[config.mk]
export PLATFORM = sky130hd
export DESIGN_NAME = vlsu_top
export DESIGN_NICKNAME = d
export VERILOG_FILES = /design/src/vlsu_pkg.sv /design/src/vlsu_intf.sv /design/src/vlsu_ctrl.sv /design/src/vlsu_rob.sv /design/src/vlsu_mem_side.sv /design/src/vlsu_vrf_side.sv /design/src/vlsu_top.sv
export SDC_FILE = /design/constraint.sdc
export NUM_CORES = 1
export LEC_CHECK = 0
export ABC_AREA = 1
export BUFFER_PORTS_ARGS = -buffer_cell sky130_fd_sc_hd__buf_2
export CAP_MARGIN = 25
export CORE_UTILIZATION = 51
export DETAILED_ROUTE_END_ITERATION = 10
export GPL_ROUTABILITY_DRIVEN = 0
export PLACE_DENSITY = 0.72
export REMOVE_ABC_BUFFERS = 1
export SLEW_MARGIN = 40
export SYNTH_ARGS = -nofsm -noshare
export SYNTH_HDL_FRONTEND = slang
export SYNTH_HIERARCHICAL = 1
export SYNTH_SLANG_ARGS = --single-unit
[constraint.sdc]
create_clock -name clk_i -period 13.4 [get_ports clk_i]
set_clock_uncertainty 0.05 [all_clocks]
set_input_delay 2.68 -clock clk_i [delete_from_list [all_inputs] [get_ports clk_i]]
set_output_delay 2.68 -clock clk_i [all_outputs]
set_load 0.01 [all_outputs]
[src/vlsu_pkg.sv]
////////////////////
// Vector LSU package
// Widths, opcodes and the helpers shared by both sides of the unit
////////////////////

package vlsu_pkg;

  localparam int ADDR_W         = 32;
  localparam int ELEN           = 32;
  localparam int ELENB          = 4;
  localparam int VELE           = 8;
  localparam int NR_VREG        = 32;
  localparam int VREG_W         = $clog2(NR_VREG);
  localparam int VRF_ADDR_W     = 8;
  localparam int VL_W           = 6;
  localparam int NR_OUTSTANDING = 4;
  localparam int ID_W           = 2;
  localparam int INSTR_ID_W     = 3;

  typedef enum logic [1:0] {OP_VLE, OP_VSE, OP_VLSE, OP_VSSE} lsu_op_e;

  typedef enum logic [1:0] {EW_8, EW_16, EW_32} vsew_e;

  // Element size in bytes
  function automatic logic [2:0] elem_bytes(vsew_e ew);
    return 3'd1 << ew;
  endfunction

  // Byte mask of a single element at byte 0
  function automatic logic [ELENB-1:0] elem_mask(vsew_e ew);
    unique case (ew)
      EW_8:    return 4'b0001;
      EW_16:   return 4'b0011;
      default: return 4'b1111;
    endcase
  endfunction

  // Mask of the lowest n bytes of a word
  function automatic logic [ELENB-1:0] first_bytes(logic [VL_W-1:0] n);
    logic [ELENB-1:0] mask;
    for (int k = 0; k < ELENB; k++) begin
      mask[k] = k < n;
    end
    return mask;
  endfunction

  // Bytes retired per transfer: one element when strided, else up to a word
  function automatic logic [VL_W-1:0] step_bytes(logic strided, vsew_e ew,
                                                 logic [VL_W-1:0] remaining);
    if (strided) return VL_W'(elem_bytes(ew));
    if (remaining < VL_W'(ELENB)) return remaining;
    return VL_W'(ELENB);
  endfunction

  // Byte address of the element at packed byte position cnt
  function automatic logic [ADDR_W-1:0] elem_addr(logic [ADDR_W-1:0] rs1,
                                                  logic [ADDR_W-1:0] rs2,
                                                  logic [VL_W-1:0] cnt, vsew_e ew);
    logic [VL_W-1:0] idx;
    idx = cnt >> ew;
    return rs1 + ADDR_W'(idx) * rs2;
  endfunction

  // Rotate a word left by whole bytes
  function automatic logic [ELEN-1:0] rotl_bytes(logic [ELEN-1:0] data, logic [1:0] sh);
    logic [2*ELEN-1:0] dbl;
    dbl = {data, data} << (8 * sh);
    return dbl[2*ELEN-1:ELEN];
  endfunction

endpackage

[src/vlsu_intf.sv]
////////////////////
// Vector LSU interfaces
// Latched instruction and reorder-buffer ports
////////////////////

`timescale 1ns/1ps

interface vlsu_instr_if
  import vlsu_pkg::*;
();

  logic                  active;
  logic                  is_load;
  logic                  is_strided;
  vsew_e                 vsew;
  logic [ADDR_W-1:0]     rs1;
  logic [ADDR_W-1:0]     rs2;
  logic [VREG_W-1:0]     vd;
  logic [VL_W-1:0]       vl_bytes;
  // Side has retired all its bytes, or is idle
  logic                  mem_done;
  logic                  vrf_done;

  modport ctrl (output active, is_load, is_strided, vsew, rs1, rs2, vd, vl_bytes,
                input mem_done, vrf_done);
  modport mem  (input active, is_load, is_strided, vsew, rs1, rs2, vl_bytes, vrf_done,
                output mem_done);
  modport vrf  (input active, is_load, is_strided, vsew, rs1, rs2, vd, vl_bytes, mem_done,
                output vrf_done);

endinterface

interface vlsu_rob_if
  import vlsu_pkg::*;
();

  logic            push, pop, req_id;
  logic [ELEN-1:0] wdata;
  logic [ID_W-1:0] wid;
  logic [ELEN-1:0] rdata;
  logic            rvalid;
  logic [ID_W-1:0] rid;
  logic [ID_W-1:0] id;
  logic            full;
  logic            empty;

  // Per-side requests, each side drives zeros outside its role
  logic            mem_push, mem_pop, mem_req_id;
  logic [ELEN-1:0] mem_wdata;
  logic [ID_W-1:0] mem_wid;
  logic            vrf_push, vrf_pop, vrf_req_id;
  logic [ELEN-1:0] vrf_wdata;
  logic [ID_W-1:0] vrf_wid;

  assign push   = mem_push | vrf_push;
  assign pop    = mem_pop | vrf_pop;
  assign req_id = mem_req_id | vrf_req_id;
  assign wdata  = mem_wdata | vrf_wdata;
  assign wid    = mem_wid | vrf_wid;

  modport buffer (input push, pop, req_id, wdata, wid,
                  output rdata, rvalid, rid, id, full, empty);
  modport mem    (output mem_push, mem_pop, mem_req_id, mem_wdata, mem_wid,
                  input rdata, rvalid, rid, id, full);
  modport vrf    (output vrf_push, vrf_pop, vrf_req_id, vrf_wdata, vrf_wid,
                  input rdata, rvalid, id, full);

endinterface

[src/vlsu_ctrl.sv]
////////////////////
// Vector LSU controller
// Latches one instruction and signals its completion
////////////////////

`timescale 1ns/1ps

module vlsu_ctrl
  import vlsu_pkg::*;
(
  input  logic                  clk_i,
  input  logic                  arst_n_i,
  input  logic                  req_valid_i,
  output logic                  req_ready_o,
  input  lsu_op_e               req_op_i,
  input  vsew_e                 req_vsew_i,
  input  logic [VL_W-1:0]       req_vl_i,
  input  logic [ADDR_W-1:0]     req_rs1_i,
  input  logic [ADDR_W-1:0]     req_rs2_i,
  input  logic [VREG_W-1:0]     req_vd_i,
  input  logic [INSTR_ID_W-1:0] req_id_i,
  output logic                  rsp_valid_o,
  output logic [INSTR_ID_W-1:0] rsp_id_o,
  output logic [VREG_W-1:0]     rsp_vd_o,
  output logic                  mem_finished_o,
  vlsu_instr_if.ctrl            instr
);

  logic                  active_q;
  lsu_op_e               op_q;
  logic [INSTR_ID_W-1:0] id_q;
  logic                  finish;
  logic                  accept;

  // Both sides retired everything
  assign finish      = instr.mem_done & instr.vrf_done;
  assign req_ready_o = ~active_q | finish;
  assign accept      = req_valid_i & req_ready_o;

  always_ff @(posedge clk_i or negedge arst_n_i) begin
    if (!arst_n_i) begin
      active_q <= 1'b0;
    end else if (accept) begin
      active_q <= 1'b1;
    end else if (finish) begin
      active_q <= 1'b0;
    end
  end

  // Request register, vl is kept in bytes
  always_ff @(posedge clk_i) begin
    if (accept) begin
      op_q       <= req_op_i;
      id_q       <= req_id_i;
      instr.vsew <= req_vsew_i;
      instr.rs1  <= req_rs1_i;
      instr.rs2  <= req_rs2_i;
      instr.vd   <= req_vd_i;
      unique case (req_vsew_i)
        EW_8:    instr.vl_bytes <= req_vl_i;
        EW_16:   instr.vl_bytes <= req_vl_i << 1;
        EW_32:   instr.vl_bytes <= req_vl_i << 2;
        default: instr.vl_bytes <= '0;
      endcase
    end
  end

  assign instr.active     = active_q;
  assign instr.is_load    = (op_q == OP_VLE) || (op_q == OP_VLSE);
  assign instr.is_strided = (op_q == OP_VLSE) || (op_q == OP_VSSE);

  // Response frees the scoreboard entry
  assign rsp_valid_o    = active_q & finish;
  assign rsp_id_o       = id_q;
  assign rsp_vd_o       = instr.vd;
  assign mem_finished_o = rsp_valid_o;

endmodule

[src/vlsu_rob.sv]
////////////////////
// Vector LSU reorder buffer
// Id-tagged entries between memory side and register side
////////////////////

`timescale 1ns/1ps

module vlsu_rob
  import vlsu_pkg::*;
(
  input  logic        clk_i,
  input  logic        arst_n_i,
  vlsu_rob_if.buffer  rob
);

  logic [ELEN-1:0]           data_q [NR_OUTSTANDING];
  logic [NR_OUTSTANDING-1:0] valid_q;
  logic [ID_W-1:0]           wptr_q;
  logic [ID_W-1:0]           rptr_q;
  // Ids handed out and not yet popped
  logic [ID_W:0]             count_q;

  /////////////////////
  // Pointers and flags
  /////////////////////

  always_ff @(posedge clk_i or negedge arst_n_i) begin
    if (!arst_n_i) begin
      valid_q <= '0;
      wptr_q  <= '0;
      rptr_q  <= '0;
      count_q <= '0;
    end else begin
      if (rob.req_id) begin
        wptr_q <= wptr_q + 1'b1;
      end
      if (rob.pop) begin
        rptr_q          <= rptr_q + 1'b1;
        valid_q[rptr_q] <= 1'b0;
      end
      // A push always targets an entry other than the head being popped
      if (rob.push) begin
        valid_q[rob.wid] <= 1'b1;
      end
      unique case ({rob.req_id, rob.pop})
        2'b10:   count_q <= count_q + 1'b1;
        2'b01:   count_q <= count_q - 1'b1;
        default: count_q <= count_q;
      endcase
    end
  end

  /////////////////////
  // Entry storage
  /////////////////////

  always_ff @(posedge clk_i) begin
    if (rob.push) begin
      data_q[rob.wid] <= rob.wdata;
    end
  end

  assign rob.full  = count_q == (ID_W + 1)'(NR_OUTSTANDING);
  assign rob.empty = count_q == '0;
  assign rob.id    = wptr_q;
  assign rob.rid   = rptr_q;

  // Head is presented in id order once its data has arrived
  assign rob.rdata  = data_q[rptr_q];
  assign rob.rvalid = valid_q[rptr_q] & ~rob.empty;

endmodule

[src/vlsu_mem_side.sv]
////////////////////
// Vector LSU memory side
// Address, strobe and store data generation per memory request
////////////////////

`timescale 1ns/1ps

module vlsu_mem_side
  import vlsu_pkg::*;
(
  input  logic              clk_i,
  input  logic              arst_n_i,
  vlsu_instr_if.mem         instr,
  vlsu_rob_if.mem           rob,
  output logic              mem_valid_o,
  input  logic              mem_ready_i,
  output logic [ADDR_W-1:0] mem_addr_o,
  output logic              mem_we_o,
  output logic [ELENB-1:0]  mem_strb_o,
  output logic [ELEN-1:0]   mem_wdata_o,
  output logic [ID_W-1:0]   mem_id_o,
  output logic              mem_last_o,
  input  logic              result_valid_i,
  input  logic [ID_W-1:0]   result_id_i,
  input  logic [ELEN-1:0]   result_rdata_i
);

  logic [VL_W-1:0]   cnt_q;
  logic [VL_W-1:0]   remaining;
  logic [VL_W-1:0]   delta;
  logic              busy;
  logic              accept;
  logic [ADDR_W-1:0] byte_addr;
  logic [1:0]        offset;

  assign remaining = instr.vl_bytes - cnt_q;
  assign busy      = instr.active & (cnt_q != instr.vl_bytes);
  assign delta     = step_bytes(instr.is_strided, instr.vsew, remaining);
  assign instr.mem_done = ~busy;

  // Byte counter, cleared once both sides are done
  always_ff @(posedge clk_i or negedge arst_n_i) begin
    if (!arst_n_i) begin
      cnt_q <= '0;
    end else if (~busy & instr.vrf_done) begin
      cnt_q <= '0;
    end else if (accept) begin
      cnt_q <= cnt_q + delta;
    end
  end

  /////////////////////
  // Address and strobe
  /////////////////////

  assign byte_addr = instr.is_strided ?
                     elem_addr(instr.rs1, instr.rs2, cnt_q, instr.vsew) :
                     instr.rs1 + ADDR_W'(cnt_q);
  assign offset     = byte_addr[1:0];
  assign mem_addr_o = {byte_addr[ADDR_W-1:2], 2'b00};
  assign mem_strb_o = instr.is_strided ? elem_mask(instr.vsew) << offset :
                      first_bytes(delta);

  // Element moves from its packed register byte to the memory byte
  assign mem_wdata_o = rotl_bytes(rob.rdata, offset - cnt_q[1:0]);

  /////////////////////
  // Request handshake
  /////////////////////

  assign mem_valid_o = busy & (instr.is_load ? ~rob.full : rob.rvalid);
  assign mem_we_o    = ~instr.is_load;
  assign mem_id_o    = instr.is_load ? rob.id : rob.rid;
  assign mem_last_o  = remaining <= delta;
  assign accept      = mem_valid_o & mem_ready_i;

  // Loads take a new id per request, stores drain the head
  assign rob.mem_req_id = accept & instr.is_load;
  assign rob.mem_pop    = accept & ~instr.is_load;

  // Load results land in the entry named by their id
  assign rob.mem_push  = instr.active & instr.is_load & result_valid_i;
  assign rob.mem_wdata = rob.mem_push ? result_rdata_i : '0;
  assign rob.mem_wid   = rob.mem_push ? result_id_i : '0;

endmodule

[src/vlsu_vrf_side.sv]
////////////////////
// Vector LSU register side
// VRF addressing, write enables and load data alignment
////////////////////

`timescale 1ns/1ps

module vlsu_vrf_side
  import vlsu_pkg::*;
(
  input  logic                  clk_i,
  input  logic                  arst_n_i,
  vlsu_instr_if.vrf             instr,
  vlsu_rob_if.vrf               rob,
  output logic [VRF_ADDR_W-1:0] vrf_waddr_o,
  output logic [ELEN-1:0]       vrf_wdata_o,
  output logic                  vrf_we_o,
  output logic [ELENB-1:0]      vrf_wbe_o,
  input  logic                  vrf_wvalid_i,
  output logic [VRF_ADDR_W-1:0] vrf_raddr_o,
  output logic                  vrf_re_o,
  input  logic [ELEN-1:0]       vrf_rdata_i,
  input  logic                  vrf_rvalid_i
);

  logic [VL_W-1:0]       cnt_q;
  logic [VL_W-1:0]       remaining;
  logic [VL_W-1:0]       delta;
  logic                  busy;
  logic                  wr_done;
  logic                  rd_done;
  logic [VRF_ADDR_W-1:0] vreg_addr;
  logic [ADDR_W-1:0]     src_addr;
  logic [1:0]            mem_off;

  assign remaining = instr.vl_bytes - cnt_q;
  assign busy      = instr.active & (cnt_q != instr.vl_bytes);
  assign delta     = step_bytes(instr.is_strided, instr.vsew, remaining);
  assign instr.vrf_done = ~busy;

  // Packed register byte counter
  always_ff @(posedge clk_i or negedge arst_n_i) begin
    if (!arst_n_i) begin
      cnt_q <= '0;
    end else if (~busy & instr.mem_done) begin
      cnt_q <= '0;
    end else if (wr_done | rd_done) begin
      cnt_q <= cnt_q + delta;
    end
  end

  // Word within register vd holding the current byte
  assign vreg_addr = VRF_ADDR_W'(instr.vd) * VRF_ADDR_W'(VELE) +
                     VRF_ADDR_W'(cnt_q >> $clog2(ELENB));
  assign vrf_waddr_o = vreg_addr;
  assign vrf_raddr_o = vreg_addr;

  /////////////////////
  // Load write-back
  /////////////////////

  // Memory byte offset of the element now at the head
  assign src_addr = elem_addr(instr.rs1, instr.rs2, cnt_q, instr.vsew);
  assign mem_off  = src_addr[1:0];

  assign vrf_we_o    = busy & instr.is_load & rob.rvalid;
  assign vrf_wdata_o = instr.is_strided ? rotl_bytes(rob.rdata, cnt_q[1:0] - mem_off) :
                       rob.rdata;
  assign vrf_wbe_o   = instr.is_strided ? elem_mask(instr.vsew) << cnt_q[1:0] :
                       first_bytes(delta);
  assign wr_done     = vrf_we_o & vrf_wvalid_i;
  assign rob.vrf_pop = wr_done;

  /////////////////////
  // Store read
  /////////////////////

  // Reads only start while the buffer has room
  assign vrf_re_o = busy & ~instr.is_load & ~rob.full;
  assign rd_done  = vrf_re_o & vrf_rvalid_i;

  assign rob.vrf_push   = rd_done;
  assign rob.vrf_req_id = rd_done;
  assign rob.vrf_wdata  = rd_done ? vrf_rdata_i : '0;
  assign rob.vrf_wid    = rd_done ? rob.id : '0;

endmodule

[src/vlsu_top.sv]
////////////////////
// Vector load/store unit
// Controller, memory side, register side and reorder buffer
////////////////////

`timescale 1ns/1ps

module vlsu_top
  import vlsu_pkg::*;
(
  input  logic                  clk_i,
  input  logic                  arst_n_i,
  // Instruction request and response
  input  logic                  req_valid_i,
  output logic                  req_ready_o,
  input  lsu_op_e               req_op_i,
  input  vsew_e                 req_vsew_i,
  input  logic [VL_W-1:0]       req_vl_i,
  input  logic [ADDR_W-1:0]     req_rs1_i,
  input  logic [ADDR_W-1:0]     req_rs2_i,
  input  logic [VREG_W-1:0]     req_vd_i,
  input  logic [INSTR_ID_W-1:0] req_id_i,
  output logic                  rsp_valid_o,
  output logic [INSTR_ID_W-1:0] rsp_id_o,
  output logic [VREG_W-1:0]     rsp_vd_o,
  output logic                  mem_finished_o,
  // Memory port
  output logic                  mem_valid_o,
  input  logic                  mem_ready_i,
  output logic [ADDR_W-1:0]     mem_addr_o,
  output logic                  mem_we_o,
  output logic [ELENB-1:0]      mem_strb_o,
  output logic [ELEN-1:0]       mem_wdata_o,
  output logic [ID_W-1:0]       mem_id_o,
  output logic                  mem_last_o,
  input  logic                  result_valid_i,
  input  logic [ID_W-1:0]       result_id_i,
  input  logic [ELEN-1:0]       result_rdata_i,
  // VRF port
  output logic [VRF_ADDR_W-1:0] vrf_waddr_o,
  output logic [ELEN-1:0]       vrf_wdata_o,
  output logic                  vrf_we_o,
  output logic [ELENB-1:0]      vrf_wbe_o,
  input  logic                  vrf_wvalid_i,
  output logic [VRF_ADDR_W-1:0] vrf_raddr_o,
  output logic                  vrf_re_o,
  input  logic [ELEN-1:0]       vrf_rdata_i,
  input  logic                  vrf_rvalid_i
);

  vlsu_instr_if instr_if ();
  vlsu_rob_if   rob_if ();

  vlsu_ctrl i_vlsu_ctrl (
    .clk_i, .arst_n_i, .req_valid_i, .req_ready_o, .req_op_i, .req_vsew_i,
    .req_vl_i, .req_rs1_i, .req_rs2_i, .req_vd_i, .req_id_i,
    .rsp_valid_o, .rsp_id_o, .rsp_vd_o, .mem_finished_o,
    .instr (instr_if.ctrl)
  );

  vlsu_rob i_vlsu_rob (
    .clk_i, .arst_n_i,
    .rob   (rob_if.buffer)
  );

  vlsu_mem_side i_vlsu_mem_side (
    .clk_i, .arst_n_i,
    .instr (instr_if.mem),
    .rob   (rob_if.mem),
    .mem_valid_o, .mem_ready_i, .mem_addr_o, .mem_we_o, .mem_strb_o,
    .mem_wdata_o, .mem_id_o, .mem_last_o,
    .result_valid_i, .result_id_i, .result_rdata_i
  );

  vlsu_vrf_side i_vlsu_vrf_side (
    .clk_i, .arst_n_i,
    .instr (instr_if.vrf),
    .rob   (rob_if.vrf),
    .vrf_waddr_o, .vrf_wdata_o, .vrf_we_o, .vrf_wbe_o, .vrf_wvalid_i,
    .vrf_raddr_o, .vrf_re_o, .vrf_rdata_i, .vrf_rvalid_i
  );

endmodule

# After elaboration in Yosys (flattened, before gate mapping)
# Memories as Yosys holds them, arrays and structs flattened.
# Index checks and enable logic that the tools add are counted.
[word_totals] reg_bits=106 latch_bits=0 mem_bits_rw=128 mem_bits_ro=0 out_inout_bits=138 mem_count=1
[memory_table] memory="i_vlsu_rob.data_q" words=4 width=32 rd=1 rd_ports_with_merged_regs=0 wr=1 line_no="vlsu_rob.sv:16" text="logic [ELEN-1:0] data_q [NR_OUTSTANDING];"
[classes] n_addsub=14 n_mul=2 div=0 order_cmp=15 eq_ne=10 shifts=7 n_mux=41 n_bitwise=34 n_reduce_logical=12
[op_table] cell="two-way mux 32 bit" count=4
[op_table] cell="<< shifter 64 x 5 -> 64 bit" count=2
[op_table] cell="two-way mux 6 bit" count=11
[op_table] cell="adder 32 bit" count=1
[op_table] cell="adder 32 x 6 -> 32 bit" count=1
[op_table] cell="multiplier 6 x 32 -> 2 bit" count=1
[op_table] cell="multiplier 6 x 32 -> 32 bit" count=1
[op_table] cell="OR 32 bit" count=1
[op_table] cell="less-than comparator 1 x 6 -> 1 bit (first input constant)" count=4
[op_table] cell="less-than comparator 2 x 6 -> 1 bit (first input constant)" count=4
[op_table] cell="bitwise AND 1 bit" count=18
[op_table] cell="case mux 6 bit (3 select lines)" count=1
[op_table] cell="two-way mux 4 bit" count=4
[op_table] cell="two-way mux 1 bit" count=13
[op_table] cell="adder 6 bit" count=2
[op_table] cell="less-than comparator 6 x 3 -> 1 bit (second input constant)" count=2
[op_table] cell="!= test 6 bit" count=2
[op_table] cell=">> shifter 6 x 2 -> 6 bit" count=2
[op_table] cell="subtractor 6 bit" count=2
[op_table] cell="adder 8 x 4 -> 8 bit" count=1
[op_table] cell="== test 2 bit (second input constant)" count=4
[op_table] cell="case mux 4 bit (2 select lines)" count=1
[op_table] cell="nonzero test 2 bit" count=4
[op_table] cell="<< shifter 4 x 2 -> 4 bit" count=2
[op_table] cell="25 further kinds" count=47

# Depth between registers and ports, before layout
[logic_depth] depth_word=14 mapped_depth=30 mapped_depth_nobuf=29

# Hierarchy
# The synthesis kept the hierarchy.
[by_module_without_submodules] module="vlsu_mem_side" n_inst=1 cells_per_inst=1590 area_per_inst_um2=9785.6 seq_area_each_um2=150.1
[by_module_without_submodules] module="vlsu_rob" n_inst=1 cells_per_inst=413 area_per_inst_um2=5461.5 seq_area_each_um2=4119.0
[by_module_without_submodules] module="vlsu_vrf_side" n_inst=1 cells_per_inst=537 area_per_inst_um2=2927.8 seq_area_each_um2=150.1
[by_module_without_submodules] module="vlsu_ctrl" n_inst=1 cells_per_inst=122 area_per_inst_um2=2681.3 seq_area_each_um2=2487.4
[by_module_without_submodules] module="vlsu_top" n_inst=1 cells_per_inst=111 area_per_inst_um2=416.6 seq_area_each_um2=0.0

# Worst setup path after synthesis
# OpenSTA, ideal clock, no wires.
[synth_timing] path_type="register -> output" start="register i_vlsu_ctrl.instr.vsew[0]" end="output port mem_addr_o[30]" arrival_time_ns=4.918 t_required_ns=10.670 slack_ns=5.752 stages_incl_launch_ff=24 path_buffers=2 cell_sequence="edfxtp_1 > buf_6 > inv_4 > nand2_1 > nand2_1 > nand2_1 > nand2_1 > clkbuf_1 > nor2_1 > fa_1 > fa_1 > fa_1 > inv_1 > fa_1 > inv_1 > ha_1 > nand2_1 > o21ai_0 > inv_1 > o21ai_0 > a21oi_1 > nand3_1 > nand2_1 > o21ai_0"
[synth_via] elab_chain_len=4
[synth_lines] element="start: declaration" line_no="vlsu_intf.sv:24" text="modport ctrl (output active, is_load, is_strided, vsew, rs1, rs2, vd, vl_bytes,"
[synth_lines] element="start signal: assignment" line_no="vlsu_ctrl.sv:55" text="instr.vsew <= req_vsew_i;"
[synth_lines] element=">> shifter 6 x 2 -> 6 bit" line_no="vlsu_pkg.sv:60" text="idx = cnt >> ew;"
[synth_lines] element="multiplier 6 x 32 -> 32 bit" line_no="vlsu_pkg.sv:61" text="return rs1 + ADDR_W'(idx) * rs2;"
[synth_lines] element="adder 32 bit" line_no="vlsu_pkg.sv:61"
[synth_lines] element="two-way mux 32 bit" line_no="vlsu_mem_side.sv:56" text="assign byte_addr = instr.is_strided ?"
[synth_lines] element="end: declaration" line_no="vlsu_top.sv:30" text="output logic [ADDR_W-1:0] mem_addr_o,"
# Every way passes these cells.

# Worst setup path in the final report
[layout_timing] start="register i_vlsu_ctrl.instr.vsew[0]" end="output port mem_addr_o[19]"
# Same word-level chain as after synthesis.

==> metrics <==
slowest stage delay, CP 0.73 ns; worst r2r path cells 19; Hold Crit Class flop to flop; Hold Buf Count CTS 0; leakage dissipation 12.1 nW; routed wire length 59800 um; status complete, but fails checks; Final min period 9.77 ns; final setup vio count 0; Rel. slew slack 41.6%; Sequential Power Share 14.4%; Pins Over Slew Limit 0; Die ar. 42500 um^2; fill count 3703; FF-to-FF Start i_vlsu_vrf_side/cnt_q[1]; fmax 102 MHz; EDFF count, synth 210; clk_lat worst skew 0.58 ns; Crit. End Element output pin; Core ar. 41000 um^2; mean area per synthesized cell 7.67 um^2; Max FO, Critical Path 26; failing checks design-rule violations; sw power 3.50 mW; vias per cell 5.36; sw frac 54.5%; reg2reg end i_vlsu_vrf_side/cnt_q[4]; clock transition at the registers of the reported paths 0.06 ns; internal power 2.92 mW; Post-Syn Area 21300 um^2; gr usage total 28.4%; pin count of the biggest net entering global routing 71; share of the synthesized area in the top cell type 29.6%; TritonCTS clock tree yes; post-DP HPWL 45300 um; I/O pins 293; Post-CTS Setup Inserts 0; crit path max-delay cell type edfxtp_1; YS warnings 6; layout cells sized above 1 15.8%; IO Port Bufs 290; Die Y 206 um; Peak VDD IR 0.135 mV; Startpoint Class flop; number of global-route vias before repair 18700; flops & latches, synth 234; die width 206 um; cell accounting for the most synthesized area edfxtp_1; initial antenna violation count 1; crit-path cells inv_4 > nand2_1 > nand3_1 > nand2_2 > clkinv_1 > nor2_1 > fa_1 > fa_1 > fa_1 > inv_1 > fa_1 > inv_1 > ha_1 > nand2_1 > nor2_1 > inv_1 > nor3_1 > nand2_1 > nand2_1 > a21oi_1 > xnor2_1 > nand2_1 > o21ai_0 > buf_2; Post-synth top cells nand2_1, inv_1, nor2_1, edfxtp_1, nand3_1; WP data required 10.67 ns; setup TNS 0 ns; Yosys cell types 55; top post-synthesis cells by area edfxtp_1, fa_1, nand2_1; WL/cell 16.8 um; crit share post-route 72.9%; hold endpoint i_vlsu_rob/count_q[2]; CTS HTree Levels 1; ys flop type edfxtp_1; num rows 74; RSZ-0062 raised after global routing false; TritonCTS Buffers 26; most used cell along the critical path nand2_1; first-pass GRT wire length 94600 um; final hold slack 0.456 ns; register area share after synthesis 32.5%; R2R setup slack 9.75 ns; DR vias 19100; CTS resizes 0; crit path DAT 7.04 ns; DRT Pass-1 Iters 10; max-cap violation count 0; critical path class flop to output pin; initial core utilization 51.9%; Worst Hold Launch i_vlsu_rob/count_q[2]; DRC violation count after routing 22; final net count 3386; worst slew pin tran 0.871 ns; cells after synthesis 2773; most frequent cell after synthesis nand2_1; Hold Vio Cnt, Final 0; pwr dens 268 nW/um^2; Sink Count 234; Clk pwr share 11.2%; Root Driver clkbuf_16; Post-DRT Antenna Nets 0; ys async rst share 10.3%; WHS Path Cells 2; Longest Clk Path Bufs 3; drt initial violations 1514; Area Overhead vs Synth 12.5%; GR Overflow Total 0; Logic pwr share 74.4%
==> critical path: cells and delay by family (launching register included) <==
family	cells	cell delay, ns
fa+ha+maj	5	2.41
simple gates	10	1.77
buf+inv	6	1.16
flops	1	0.73
compound gates	2	0.20
xor+xnor	1	0.19
==> worst max-delay path by stage <==
stage	start	endpoint	slack (ns)	cells past startpoint
detailed placement	i_vlsu_ctrl/instr.vsew[0]	mem_addr_o[19]	4.42	24
global placement	i_vlsu_ctrl/instr.vsew[0]	mem_addr_o[24]	4.55	25
CTS	i_vlsu_ctrl/instr.vsew[0]	mem_addr_o[19]	3.79	24
floorplan	i_vlsu_ctrl/instr.vsew[0]	mem_addr_o[30]	5.55	21
finish	i_vlsu_ctrl/instr.vsew[0]	mem_addr_o[19]	3.63	24
global route	i_vlsu_ctrl/instr.vsew[1]	mem_addr_o[24]	3.18	24
==> sequential cells by signal (all words and copies together) (netlist names), 3 cells and up <==
| name | count |
|---|---|
| i_vlsu_ctrl/instr.rs1 | 32 |
| i_vlsu_vrf_side/cnt_q | 6 |
| i_vlsu_ctrl/instr.vl_bytes | 6 |
| i_vlsu_ctrl/instr.rs2 | 32 |
| i_vlsu_rob/count_q | 3 |
| i_vlsu_rob/data_q | 128 |
| i_vlsu_mem_side/cnt_q | 6 |
| i_vlsu_ctrl/instr.vd | 5 |
| i_vlsu_ctrl/rsp_id_o | 3 |
| i_vlsu_rob/valid_q | 4 |
==> power by group through the flow <==
stage / logic (mW) / clock network, mW / registers [mW]
2_1_floorplan: 3.27 / 0 / 0.949
3_3_place_gp: 4.53 / 0 / 0.939
3_5_place_dp: 4.67 / 0 / 0.941
4_1_cts: 4.70 / 0.735 / 0.927
5_1_grt: 5.36 / 0.761 / 0.936
6_report: 4.77 / 0.719 / 0.928
==> layer usage <==
metal	up-vias	routed length (um)	track usage, %	share of wire [%]
li1	9124	-	-	-
met1	8968	24400	36.5	41
met2	827	28400	47.9	48
met3	153	4540	3.83	7.6
met4	0	2470	11.8	4.1
met5	-	0	0	0
==> cell type report <==
type	instances	area, um^2	share of cell area (%)
Clock buffer	33	707	2.96
Inverter	530	2000	8.36
Multi-Input combinational cell	1905	11700	49.1
Clock inverter	15	156	0.654
Timing Repair Buffer	310	1740	7.27
Sequential cell	234	6910	28.9
Tap cell	532	666	2.78
Antenna cell	1	2.50	0.0105
==> layout by cell type (no fill, tap or decap), types with 5 or more instances in the layout <==
master     netlist  routed
a21o_1           6       6
a21oi_1        120     119
buf_16           0       5
buf_2           15     290
buf_4           37      10
buf_8            0       5
clkbuf_16        0      26
clkinv_1         2       6
clkinv_2         0       6
conb_1           3       9
dfrtp_1         24      23
edfxtp_1       210     210
fa_1           145     144
ha_1            79      79
inv_1          515     512
inv_2            9      11
nand2_1        557     555
nand2_2         50      52
nand2_4          5       5
nand3_1        148     148
nand3_2         20      20
nand4_1         29      29
nor2_1         430     426
nor2_2           7       7
nor2_4           1       5
nor3_1          13      13
nor3_2           6       6
o21ai_0        122     122
o21ai_1         71      71
o21bai_1         5       5
xnor2_1         17      17
xor2_1          22      22
==> metrics by stage <==
stage / total power, mW / utilization, % / worst slack (ns) / instance area (um^2) / instances
final: 6.42 / 58.3 / 3.63 / 23900 / 3560
after CTS: 6.36 / 58.3 / 3.79 / 23900 / 3559
after global routing: 7.05 / 58.3 / 3.18 / 23900 / 3560
after global placement: 5.47 / 55.7 / 4.55 / 22800 / 3501
after floorplan: 4.22 / - / 5.55 / 20600 / 2669
after detailed placement: 5.61 / 56.2 / 4.42 / 23100 / 3511
==> kinds of logic (layout without fill, tap and decap cells) <==
| family | count (synthesis) | after routing | synth area share, % |
|---|---|---|---|
| other cells | 3 | 10 | 0.0529 |
| flops | 234 | 234 | 32.5 |
| compound gates | 349 | 349 | 8.62 |
| simple gates | 1282 | 1282 | 26.1 |
| xor+xnor | 41 | 41 | 1.76 |
| buf+inv | 640 | 888 | 12.7 |
| fa+ha+maj | 224 | 224 | 18.3 |
(Power assumes the default switching activity.)
